`src/design/mmctl_params.svh`:
```
// Build-time parameters of the matrix-multiply control unit
// Array height, bus and count widths
// Register map of the peripheral port

`ifndef MMCTL_PARAMS_SVH
`define MMCTL_PARAMS_SVH

// Rows of the processing array
`define MMCTL_HEIGHT 4

`define MMCTL_DATA_W 32
`define MMCTL_ADDR_W 8
`define MMCTL_CNT_W 16

// Register addresses
`define MMCTL_REG_TRIGGER 8'h00
`define MMCTL_REG_CLEAR   8'h04
`define MMCTL_REG_STATUS  8'h08
`define MMCTL_REG_ROWS    8'h0C
`define MMCTL_REG_STORES  8'h10

`endif

```
`src/design/mmctl_pkg.sv`:
```
// Shared types of the matrix-multiply control unit
// Job state encoding, bus word and address, job counters

`include "mmctl_params.svh"

package mmctl_pkg;

  // Job state of the control FSM
  typedef enum logic [2:0] {
    IDLE,
    STARTING,
    COMPUTING,
    BUFFERING,
    STORING,
    FINISHED
  } ctrl_state_e;

  typedef logic [`MMCTL_DATA_W-1:0] bus_data_t;
  typedef logic [`MMCTL_ADDR_W-1:0] bus_addr_t;

  // Row and store-phase counts
  typedef logic [`MMCTL_CNT_W-1:0] job_cnt_t;

  // Weights computed by the last PE of a row
  typedef logic [4:0] wcomp_cnt_t;

endpackage

```
`src/design/mmctl_regfile.sv`:
```
// Peripheral register slave of the control unit
// Job parameters, trigger and soft-clear pulses, busy status
// and the registered done event

`include "mmctl_params.svh"

module mmctl_regfile
  import mmctl_pkg::*;
(
  input  logic      clk_i,
  input  logic      rst_ni,
  input  logic      periph_req_i,
  input  bus_addr_t periph_add_i,
  input  logic      periph_wen_i,
  input  bus_data_t periph_data_i,
  output logic      periph_gnt_o,
  output bus_data_t periph_r_data_o,
  output logic      periph_r_valid_o,
  input  logic      busy_i,
  input  logic      done_i,
  output logic      job_start_o,
  output logic      clear_o,
  output job_cnt_t  rows_per_tile_o,
  output job_cnt_t  total_stores_o,
  output logic      done_evt_o
);

  logic      wr_en;
  logic      rd_en;
  logic      job_start_q;
  logic      clear_q;
  logic      done_evt_q;
  logic      r_valid_q;
  bus_data_t r_data_q;
  bus_data_t rd_mux;
  job_cnt_t  rows_q;
  job_cnt_t  stores_q;

  // No wait states on this port
  assign periph_gnt_o = periph_req_i;
  assign wr_en = periph_req_i & ~periph_wen_i;
  assign rd_en = periph_req_i & periph_wen_i;

  always_comb begin
    rd_mux = '0;
    case (periph_add_i)
      `MMCTL_REG_STATUS: rd_mux[0] = busy_i;
      `MMCTL_REG_ROWS:   rd_mux[`MMCTL_CNT_W-1:0] = rows_q;
      `MMCTL_REG_STORES: rd_mux[`MMCTL_CNT_W-1:0] = stores_q;
      default:           rd_mux = '0;
    endcase
  end

  // Job parameters
  always_ff @(posedge clk_i or negedge rst_ni) begin
    if (!rst_ni) begin
      rows_q   <= '0;
      stores_q <= '0;
    end else if (wr_en) begin
      if (periph_add_i == `MMCTL_REG_ROWS) begin
        rows_q <= periph_data_i[`MMCTL_CNT_W-1:0];
      end
      if (periph_add_i == `MMCTL_REG_STORES) begin
        stores_q <= periph_data_i[`MMCTL_CNT_W-1:0];
      end
    end
  end

  // Command pulses, read valid and done event
  always_ff @(posedge clk_i or negedge rst_ni) begin
    if (!rst_ni) begin
      job_start_q <= 1'b0;
      clear_q     <= 1'b0;
      done_evt_q  <= 1'b0;
      r_valid_q   <= 1'b0;
    end else begin
      job_start_q <= wr_en && (periph_add_i == `MMCTL_REG_TRIGGER) && !clear_q;
      clear_q     <= wr_en && (periph_add_i == `MMCTL_REG_CLEAR);
      // A job cut short by a clear raises no event
      done_evt_q  <= done_i && !clear_q;
      r_valid_q   <= rd_en;
    end
  end

  always_ff @(posedge clk_i) begin
    if (rd_en) begin
      r_data_q <= rd_mux;
    end
  end

  assign periph_r_data_o  = r_data_q;
  assign periph_r_valid_o = r_valid_q;
  assign job_start_o      = job_start_q;
  assign clear_o          = clear_q;
  assign rows_per_tile_o  = rows_q;
  assign total_stores_o   = stores_q;
  assign done_evt_o       = done_evt_q;

  // Each read response answers a read granted one cycle earlier
  a_rvalid_after_grant : assert property (@(posedge clk_i) disable iff (!rst_ni)
    periph_r_valid_o |-> $past(periph_req_i && periph_gnt_o && periph_wen_i));

endmodule

```
`src/design/weight_row_tracker.sv`:
```
// Weight-row tracking for the systolic array
// Loaded-row count, computed-weight count, last-row flag,
// column-complete and tile-drain events

`include "mmctl_params.svh"

module weight_row_tracker
  import mmctl_pkg::*;
(
  input  logic        clk_i,
  input  logic        rst_ni,
  input  logic        clear_i,
  input  ctrl_state_e state_i,
  input  logic        w_loaded_i,
  input  logic        reg_enable_i,
  input  job_cnt_t    rows_per_tile_i,
  output logic        w_tile_o,
  output logic        tile_drained_o
);

  job_cnt_t   row_cnt_q;
  job_cnt_t   row_cnt_d;
  wcomp_cnt_t w_comp_q;
  logic       count_w_q;
  logic       last_row_q;
  logic       in_compute;
  logic       cnt_clr;
  logic       rows_ready;
  logic       comp_rst;

  assign in_compute = (state_i == COMPUTING);
  assign cnt_clr    = clear_i || (state_i == IDLE) || (state_i == FINISHED);

  // Enough rows in the array to start counting computed weights
  assign rows_ready = (row_cnt_q >= job_cnt_t'(`MMCTL_HEIGHT)) ||
                      (row_cnt_q >= rows_per_tile_i);

  assign w_tile_o = in_compute && !last_row_q &&
                    (w_comp_q == wcomp_cnt_t'(`MMCTL_HEIGHT - 1));
  // Last row drains two weights early, the pipeline covers the rest
  assign tile_drained_o = in_compute && last_row_q && reg_enable_i &&
                          (w_comp_q == wcomp_cnt_t'(`MMCTL_HEIGHT - 2));
  assign comp_rst = w_tile_o || tile_drained_o;

  always_comb begin
    row_cnt_d = row_cnt_q;
    if (tile_drained_o) begin
      // Next tile already has its first row in flight
      row_cnt_d = job_cnt_t'(1);
    end else if (w_loaded_i) begin
      row_cnt_d = row_cnt_q + job_cnt_t'(1);
    end
  end

  always_ff @(posedge clk_i or negedge rst_ni) begin
    if (!rst_ni) begin
      row_cnt_q  <= '0;
      w_comp_q   <= '0;
      count_w_q  <= 1'b0;
      last_row_q <= 1'b0;
    end else if (cnt_clr) begin
      row_cnt_q  <= '0;
      w_comp_q   <= '0;
      count_w_q  <= 1'b0;
      last_row_q <= 1'b0;
    end else begin
      row_cnt_q <= row_cnt_d;
      if (comp_rst) begin
        w_comp_q  <= '0;
        count_w_q <= 1'b0;
      end else begin
        if (count_w_q && reg_enable_i) begin
          w_comp_q <= w_comp_q + wcomp_cnt_t'(1);
        end
        if (in_compute && rows_ready) begin
          count_w_q <= 1'b1;
        end
      end
      if (state_i == BUFFERING) begin
        last_row_q <= 1'b0;
      end else if (in_compute && (row_cnt_q >= rows_per_tile_i)) begin
        last_row_q <= 1'b1;
      end
    end
  end

endmodule

```
`src/design/accumulate_gen.sv`:
```
// Accumulate control for the engine
// Set/clear flag with a mask over pipeline stalls

module accumulate_gen (
  input  logic clk_i,
  input  logic rst_ni,
  input  logic clear_i,
  input  logic reg_enable_i,
  input  logic set_i,
  input  logic clr_i,
  output logic accumulate_o
);

  logic acc_q;
  logic stall_mask_q;

  // Clear wins over set
  always_ff @(posedge clk_i or negedge rst_ni) begin
    if (!rst_ni) begin
      acc_q <= 1'b0;
    end else if (clear_i || clr_i) begin
      acc_q <= 1'b0;
    end else if (set_i) begin
      acc_q <= 1'b1;
    end
  end

  // Hide a flag that rises while the pipeline is stalled
  always_ff @(posedge clk_i or negedge rst_ni) begin
    if (!rst_ni) begin
      stall_mask_q <= 1'b0;
    end else if (clear_i || reg_enable_i) begin
      stall_mask_q <= 1'b0;
    end else if (!acc_q) begin
      stall_mask_q <= 1'b1;
    end
  end

  assign accumulate_o = acc_q & ~stall_mask_q;

endmodule

```
`src/design/store_phase_counter.sv`:
```
// Store-phase counter
// Counts emptied output buffers against the programmed total

module store_phase_counter
  import mmctl_pkg::*;
(
  input  logic        clk_i,
  input  logic        rst_ni,
  input  logic        clear_i,
  input  ctrl_state_e state_i,
  input  logic        z_empty_i,
  input  job_cnt_t    total_stores_i,
  output logic        store_step_o,
  output logic        last_store_o
);

  job_cnt_t cnt_q;
  logic     phase_done;

  assign phase_done   = (state_i == STORING) && z_empty_i;
  assign store_step_o = phase_done;
  assign last_store_o = phase_done && (cnt_q == total_stores_i - job_cnt_t'(1));

  always_ff @(posedge clk_i or negedge rst_ni) begin
    if (!rst_ni) begin
      cnt_q <= '0;
    end else if (clear_i || last_store_o || (state_i == IDLE) || (state_i == FINISHED)) begin
      cnt_q <= '0;
    end else if (phase_done) begin
      cnt_q <= cnt_q + job_cnt_t'(1);
    end
  end

  // Final phase always wraps the count before it passes the total
  a_cnt_bound : assert property (@(posedge clk_i) disable iff (!rst_ni || clear_i)
    (state_i != IDLE) |-> (cnt_q <= total_stores_i));

endmodule

```
`src/design/tile_ctrl_fsm.sv`:
```
// Job state machine of the control unit
// State register, transitions and the engine and scheduler controls

module tile_ctrl_fsm
  import mmctl_pkg::*;
(
  input  logic        clk_i,
  input  logic        rst_ni,
  input  logic        clear_i,
  input  logic        job_start_i,
  input  logic        w_loaded_i,
  input  logic        reg_enable_i,
  input  logic        z_full_i,
  input  logic        w_tile_i,
  input  logic        tile_drained_i,
  input  logic        store_step_i,
  input  logic        last_store_i,
  output ctrl_state_e state_o,
  output logic        busy_o,
  output logic        done_o,
  output logic        w_shift_o,
  output logic        z_fill_o,
  output logic        flush_o,
  output logic        first_load_o,
  output logic        storing_o,
  output logic        finished_o,
  output logic        sched_rst_o,
  output logic        acc_set_o,
  output logic        acc_clr_o
);

  ctrl_state_e state_q;
  ctrl_state_e state_d;

  always_ff @(posedge clk_i or negedge rst_ni) begin
    if (!rst_ni) begin
      state_q <= IDLE;
    end else if (clear_i) begin
      state_q <= IDLE;
    end else begin
      state_q <= state_d;
    end
  end

  always_comb begin
    state_d = state_q;
    case (state_q)
      IDLE: begin
        if (job_start_i) begin
          state_d = STARTING;
        end
      end
      // Wait for the first weight row
      STARTING: begin
        if (w_loaded_i) begin
          state_d = COMPUTING;
        end
      end
      COMPUTING: begin
        if (tile_drained_i) begin
          state_d = BUFFERING;
        end
      end
      BUFFERING: begin
        if (z_full_i) begin
          state_d = STORING;
        end
      end
      // Last phase ends the job, any other resumes computing
      STORING: begin
        if (last_store_i) begin
          state_d = FINISHED;
        end else if (store_step_i) begin
          state_d = COMPUTING;
        end
      end
      FINISHED: state_d = IDLE;
      default:  state_d = IDLE;
    endcase
  end

  assign state_o      = state_q;
  assign busy_o       = (state_q != IDLE) && (state_q != FINISHED);
  assign done_o       = (state_q == FINISHED);
  assign w_shift_o    = (state_q != IDLE) && (state_q != STARTING);
  assign z_fill_o     = (state_q == BUFFERING) && reg_enable_i;
  assign flush_o      = (state_q == FINISHED);
  assign first_load_o = (state_q == STARTING);
  assign storing_o    = (state_q == STORING);
  // Scheduler sees the end one cycle early on the final store
  assign finished_o   = (state_q == FINISHED) || ((state_q == STORING) && last_store_i);
  assign sched_rst_o  = (state_q == FINISHED);

  assign acc_set_o = ((state_q == COMPUTING) && w_tile_i) ||
                     ((state_q == BUFFERING) && z_full_i);
  assign acc_clr_o = ((state_q == COMPUTING) && tile_drained_i) ||
                     (state_q == FINISHED);

  // Buffer fill and store never overlap
  a_fill_store_excl : assert property (@(posedge clk_i) disable iff (!rst_ni)
    !(z_fill_o && storing_o));

endmodule

```
`src/design/mmctl_top.sv`:
```
// Top level of the matrix-multiply control unit
// Register slave, job FSM, weight-row tracker,
// accumulate generator and store-phase counter

module mmctl_top
  import mmctl_pkg::*;
(
  input  logic      clk_i,
  input  logic      rst_ni,
  input  logic      periph_req_i,
  input  bus_addr_t periph_add_i,
  input  logic      periph_wen_i,
  input  bus_data_t periph_data_i,
  output logic      periph_gnt_o,
  output bus_data_t periph_r_data_o,
  output logic      periph_r_valid_o,
  input  logic      w_loaded_i,
  input  logic      reg_enable_i,
  input  logic      z_full_i,
  input  logic      z_empty_i,
  output logic      busy_o,
  output logic      clear_o,
  output logic      done_evt_o,
  output logic      w_shift_o,
  output logic      z_fill_o,
  output logic      flush_o,
  output logic      accumulate_o,
  output logic      first_load_o,
  output logic      storing_o,
  output logic      finished_o,
  output logic      sched_rst_o
);

  logic        job_start;
  logic        clear;
  logic        busy;
  logic        done;
  job_cnt_t    rows_per_tile;
  job_cnt_t    total_stores;
  ctrl_state_e state;
  logic        w_tile;
  logic        tile_drained;
  logic        store_step;
  logic        last_store;
  logic        acc_set;
  logic        acc_clr;

  mmctl_regfile u_regfile (
    .clk_i            (clk_i),
    .rst_ni           (rst_ni),
    .periph_req_i     (periph_req_i),
    .periph_add_i     (periph_add_i),
    .periph_wen_i     (periph_wen_i),
    .periph_data_i    (periph_data_i),
    .periph_gnt_o     (periph_gnt_o),
    .periph_r_data_o  (periph_r_data_o),
    .periph_r_valid_o (periph_r_valid_o),
    .busy_i           (busy),
    .done_i           (done),
    .job_start_o      (job_start),
    .clear_o          (clear),
    .rows_per_tile_o  (rows_per_tile),
    .total_stores_o   (total_stores),
    .done_evt_o       (done_evt_o)
  );

  tile_ctrl_fsm u_fsm (
    .clk_i          (clk_i),
    .rst_ni         (rst_ni),
    .clear_i        (clear),
    .job_start_i    (job_start),
    .w_loaded_i     (w_loaded_i),
    .reg_enable_i   (reg_enable_i),
    .z_full_i       (z_full_i),
    .w_tile_i       (w_tile),
    .tile_drained_i (tile_drained),
    .store_step_i   (store_step),
    .last_store_i   (last_store),
    .state_o        (state),
    .busy_o         (busy),
    .done_o         (done),
    .w_shift_o      (w_shift_o),
    .z_fill_o       (z_fill_o),
    .flush_o        (flush_o),
    .first_load_o   (first_load_o),
    .storing_o      (storing_o),
    .finished_o     (finished_o),
    .sched_rst_o    (sched_rst_o),
    .acc_set_o      (acc_set),
    .acc_clr_o      (acc_clr)
  );

  weight_row_tracker u_tracker (
    .clk_i           (clk_i),
    .rst_ni          (rst_ni),
    .clear_i         (clear),
    .state_i         (state),
    .w_loaded_i      (w_loaded_i),
    .reg_enable_i    (reg_enable_i),
    .rows_per_tile_i (rows_per_tile),
    .w_tile_o        (w_tile),
    .tile_drained_o  (tile_drained)
  );

  accumulate_gen u_acc (
    .clk_i        (clk_i),
    .rst_ni       (rst_ni),
    .clear_i      (clear),
    .reg_enable_i (reg_enable_i),
    .set_i        (acc_set),
    .clr_i        (acc_clr),
    .accumulate_o (accumulate_o)
  );

  store_phase_counter u_stores (
    .clk_i          (clk_i),
    .rst_ni         (rst_ni),
    .clear_i        (clear),
    .state_i        (state),
    .z_empty_i      (z_empty_i),
    .total_stores_i (total_stores),
    .store_step_o   (store_step),
    .last_store_o   (last_store)
  );

  assign busy_o  = busy;
  assign clear_o = clear;

endmodule

```
`config.mk`:
```
export PLATFORM = sky130hd
export DESIGN_NAME = mmctl_top
export DESIGN_NICKNAME = d
export VERILOG_FILES = /design/src/design/mmctl_pkg.sv /design/src/design/mmctl_regfile.sv /design/src/design/weight_row_tracker.sv /design/src/design/accumulate_gen.sv /design/src/design/store_phase_counter.sv /design/src/design/tile_ctrl_fsm.sv /design/src/design/mmctl_top.sv
export VERILOG_INCLUDE_DIRS = /design/src /design/src/design
export SDC_FILE = /design/constraint.sdc
export NUM_CORES = 1
export LEC_CHECK = 0
export BUFFER_PORTS_ARGS = -buffer_cell sky130_fd_sc_hd__buf_4
export CELL_PAD_IN_SITES_DETAIL_PLACEMENT = 1
export CELL_PAD_IN_SITES_GLOBAL_PLACEMENT = 2
export CORE_AREA = 2 2 146 148
export CTS_CLUSTER_SIZE = 25
export DETAILED_ROUTE_END_ITERATION = 7
export DIE_AREA = 0 0 148 150
export PLACE_DENSITY_LB_ADDON = 0.1
export SYNTH_ARGS = -nofsm -noshare
export SYNTH_HDL_FRONTEND = slang
export SYNTH_SLANG_ARGS = --single-unit
```
`constraint.sdc`:
```
create_clock -name clk_i -period 9.07 [get_ports clk_i]
set_input_delay 0.4535 -clock clk_i [delete_from_list [all_inputs] [get_ports clk_i]]
set_output_delay 0.4535 -clock clk_i [all_outputs]
set_load 0.03 [all_outputs]
```
==> out/results.txt <==
Post-Syn Instances -> 519
First-pass GRT wire length -> 24.1 mm
Worst Path Required -> 8620 ps
Final Instance Area -> 6410 µm²
CTS clock-pin slew for the worst setup and hold paths -> 70 ps
Setup TNS -> 0 ps
Fmax -> 240 MHz
Post-route DRC -> 0
Placed inst area -> 6080 µm²
CTS tree -> yes
Initial antenna violation count -> 0
Primary FF master, synth -> dfrtp_1
Global route overflow -> 0
Worst Clk Skew -> 13.3 ps
Clock group share of total power -> 0.338
Global-route met3 utilization -> 0.0271
Largest net degree at the start of global routing -> 61
Startpoint Class -> flop
Post-DR wirelength/cell -> 17.7 µm
P_leak -> 2.90 nW
Status -> finished, final reports clean
Seq pwr share -> 0.414
Worst-margin pin slew -> 1050 ps
Post-synthesis async set-or-reset flop share -> 0.833
Total power -> 1.25 mW
Met1 Use GR -> 0.186
Maximum VDD drop -> 112 µV
Sw frac -> 0.340
Pre-antenna DRT Iters -> 4
Crit path to -> finished_o
GPL Wtd Cong -> 0.711
TritonCTS Buffers -> 9
Share of layout cells above drive strength 1 -> 0.230
Crit path time final -> 4170 ps
Critical path class -> reg -> out
Crit path DAT -> 3720 ps
Worst rel slew slack -> 0.296
Post-detail-place hpwl -> 11.2 mm
#FFs+latches synth -> 96
Initial Utilization -> 0.265
Post-Place Cells -> 828
Ant diodes -> 0
M2 GR Usage -> 0.244
Vias in the first global route -> 4,290
# fillers -> 2,382
Root Driver -> clkbuf_16
Number of synthesized flops with an enable pin -> 16
Yosys cell types -> 56
Post-layout instance count excluding filler cells -> 845
Critical Path End Type -> output pin
Area of the die -> 22,200 µm²
Vias per inst -> 4.66
Worst skew pair latency -> 360 ps
RSZ-0062 raised after global routing -> no
Total wire length -> 15.0 mm
Worst reg2reg path depth -> 9
Clock Sinks -> 96
Switching power -> 0.425 mW
Resized cells post-CTS -> 0
Internal Power -> 0.826 mW
Final setup vio count -> 0
Postcts setup bufs -> 0
Max Root-Sink Buffers -> 2
Yosys Warn Count -> 0
R2R setup slack -> 5820 ps
Post-DRT Antenna Nets -> 0
Max Cap Viol -> 0
Setup crit start -> u_regfile.total_stores_o[0]
Pins Over Slew Limit -> 0
Avg Inst Size Synth -> 10.5 µm²
# IOs -> 93
Total Routing Usage GR -> 0.143
# H-tree levels -> 3
DR iter-0 viols -> 109
Reg-to-Reg Start -> u_regfile.total_stores_o[0]
Post-synthesis cell area -> 5470 µm²
# port buffers -> 60
Multi-input logic area -> 2670 µm²
GR peak layer -> met2
Die width -> 148 µm
Final-report hold violation count -> 0
Area delta synth->final -> 17.1%
Seq. cell area -> 2480 µm²
Number of cell rows -> 53
Core Region -> 20,700 µm²
Critical path fanouts, max -> 18
Chip height -> 150 µm
Vias -> 3,940
Sequential fraction of the synthesis area -> 0.454
Comb pwr share -> 0.248
Nets -> 635
Worst r2r dst -> u_fsm.state_o[1]
Fin crit share -> 0.460
Pwr dens -> 195 nW/µm²
Type of the worst min-delay path -> in -> reg
Min-delay src -> reg_enable_i
==> state kept, by name, summed over array words and instances (netlist names) <==
register / flops
u_acc.acc_q: 1
u_acc.stall_mask_q: 1
u_fsm.state_o: 3
u_regfile.clear_o: 1
u_regfile.done_evt_o: 1
u_regfile.job_start_o: 1
u_regfile.periph_r_data_o: 16
u_regfile.periph_r_valid_o: 1
u_regfile.rows_per_tile_o: 16
u_regfile.total_stores_o: 16
u_stores.cnt_q: 16
u_tracker.count_w_q: 1
u_tracker.last_row_q: 1
u_tracker.row_cnt_q: 16
u_tracker.w_comp_q: 5
==> kinds of logic (layout without fill, tap and decap cells) <==
kind of cell	Yosys count	in the layout	share of synthesized area
flip-flops	96	96	0.454
adder cells (fa/ha/maj)	22	22	0.0503
XOR/XNOR	55	55	0.0880
multiplexers	34	34	0.0690
other	1	16	0.000685
buffers and inverters	73	109	0.0706
AO/OA/AOI/OAI	65	65	0.0880
AND/OR/NAND/NOR	173	173	0.180
==> worst max-delay path, stage by stage, from the launching register on <==
cell and delay, ps:
dfrtp_1 480, inv_1 120, ha_1 310, or3b_2 510, or4_4 530, nor3b_1 170, o31a_1 310, o2111a_1 240
buf_4 230, or2_2 300, buf_4 170
==> how the worst min path moves through the flow <==
stage | slack [ps] | depth (start not counted) | endpoint
2_1_floorplan | 160 | 0 | u_acc.acc_q
3_3_place_gp | 370 | 1 | u_stores.cnt_q[12]
3_5_place_dp | 370 | 1 | u_stores.cnt_q[12]
4_1_cts | 270 | 2 | u_acc.stall_mask_q
5_1_grt | 270 | 2 | u_acc.stall_mask_q
6_report | 280 | 2 | u_acc.stall_mask_q
==> stage by stage <==
step / hold slack [ps] / util / worst slack, ps
after floorplan: 158 / - / 5660
after global placement: 369 / 0.294 / 5290
after detailed placement: 367 / 0.294 / 5240
after CTS: 271 / 0.310 / 4850
after global routing: 272 / 0.310 / 4730
final: 282 / 0.310 / 4900
==> layout by cell type (no fill, tap or decap), types with 3 or more instances in the layout <==
cell,n
mux2_2,30
mux2i_1,4
o21ai_0,11
or4_1,4
nor4_1,10
conb_1,16
o211ai_1,3
or2_2,5
nor2_1,34
nand3b_1,3
buf_4,64
a31oi_1,3
inv_1,28
a21oi_1,10
edfxtp_1,16
nand4_1,13
a22o_1,15
dfrtp_1,80
or3_1,3
ha_1,22
nand2_1,25
nor3b_1,5
and2_1,3
clkbuf_16,9
and3_1,11
nand2b_1,7
a21o_1,6
nor3_1,15
nand3_1,13
nor3_2,10
a211oi_1,4
xor2_1,29
xnor2_1,26
==> cells in the mapped netlist, types with 2 or more instances <==
| cell type | count | area share |
|---|---|---|
| dfrtp_1 | 80 | 0.37 |
| nor2_1 | 34 | 0.023 |
| mux2_2 | 30 | 0.062 |
| xor2_1 | 29 | 0.046 |
| inv_1 | 28 | 0.019 |
| xnor2_1 | 26 | 0.042 |
| nand2_1 | 25 | 0.017 |
| ha_1 | 22 | 0.050 |
| buf_4 | 19 | 0.026 |
| clkbuf_1 | 18 | 0.012 |
| edfxtp_1 | 16 | 0.088 |
| nor3_1 | 16 | 0.015 |
| a22o_1 | 15 | 0.024 |
| nand3_1 | 13 | 0.012 |
| nand4_1 | 13 | 0.015 |
| and3_1 | 11 | 0.013 |
| o21ai_0 | 11 | 0.010 |
| a21oi_1 | 10 | 0.0091 |
| nor4_1 | 10 | 0.011 |
| nor3_2 | 9 | 0.016 |
| nand2b_1 | 7 | 0.0080 |
| a21o_1 | 6 | 0.0082 |
| nor3b_1 | 5 | 0.0069 |
| or2_2 | 5 | 0.0057 |
| a211oi_1 | 4 | 0.0055 |
| mux2i_1 | 4 | 0.0073 |
| or4_1 | 4 | 0.0055 |
| a31oi_1 | 3 | 0.0034 |
| and2_1 | 3 | 0.0034 |
| buf_6 | 3 | 0.0062 |
| nand3b_1 | 3 | 0.0041 |
| o211ai_1 | 3 | 0.0041 |
| or3_1 | 3 | 0.0034 |
| a41oi_1 | 2 | 0.0032 |
| and4_1 | 2 | 0.0032 |
| buf_1 | 2 | 0.0014 |
| buf_2 | 2 | 0.0018 |
| nor2b_1 | 2 | 0.0023 |
| o31ai_1 | 2 | 0.0027 |
| or3b_2 | 2 | 0.0032 |
| or4_4 | 2 | 0.0041 |
==> power groups by stage <==
stage	logic (mW)	clock network [mW]	registers, mW
floorplan	0.233	0	0.506
global placement	0.316	0	0.526
detailed placement	0.319	0	0.528
CTS	0.319	0.443	0.519
global route	0.349	0.459	0.527
finish	0.311	0.423	0.518
==> routing by layer <==
metal	share of wire	routed length (µm)
met5	0	0
met4	0.012	186
met3	0.018	273
met2	0.50	7430
met1	0.47	7070
==> final cells by class <==
cell class	count	area share
multi-input cells	365	0.416
clock inverters	6	0.0144
flip-flops and latches	96	0.387
inverters	28	0.0164
repair buffers	65	0.0765
clock buffers	10	0.0357
well taps	275	0.0537
==> what timing repair did <==
action | in CTS | in global routing
hold endpoints to repair | 20 | 0
endpoints found under the setup margin | 0 | 0
hold buffers | 1 | 0
(Power assumes the default switching activity.)
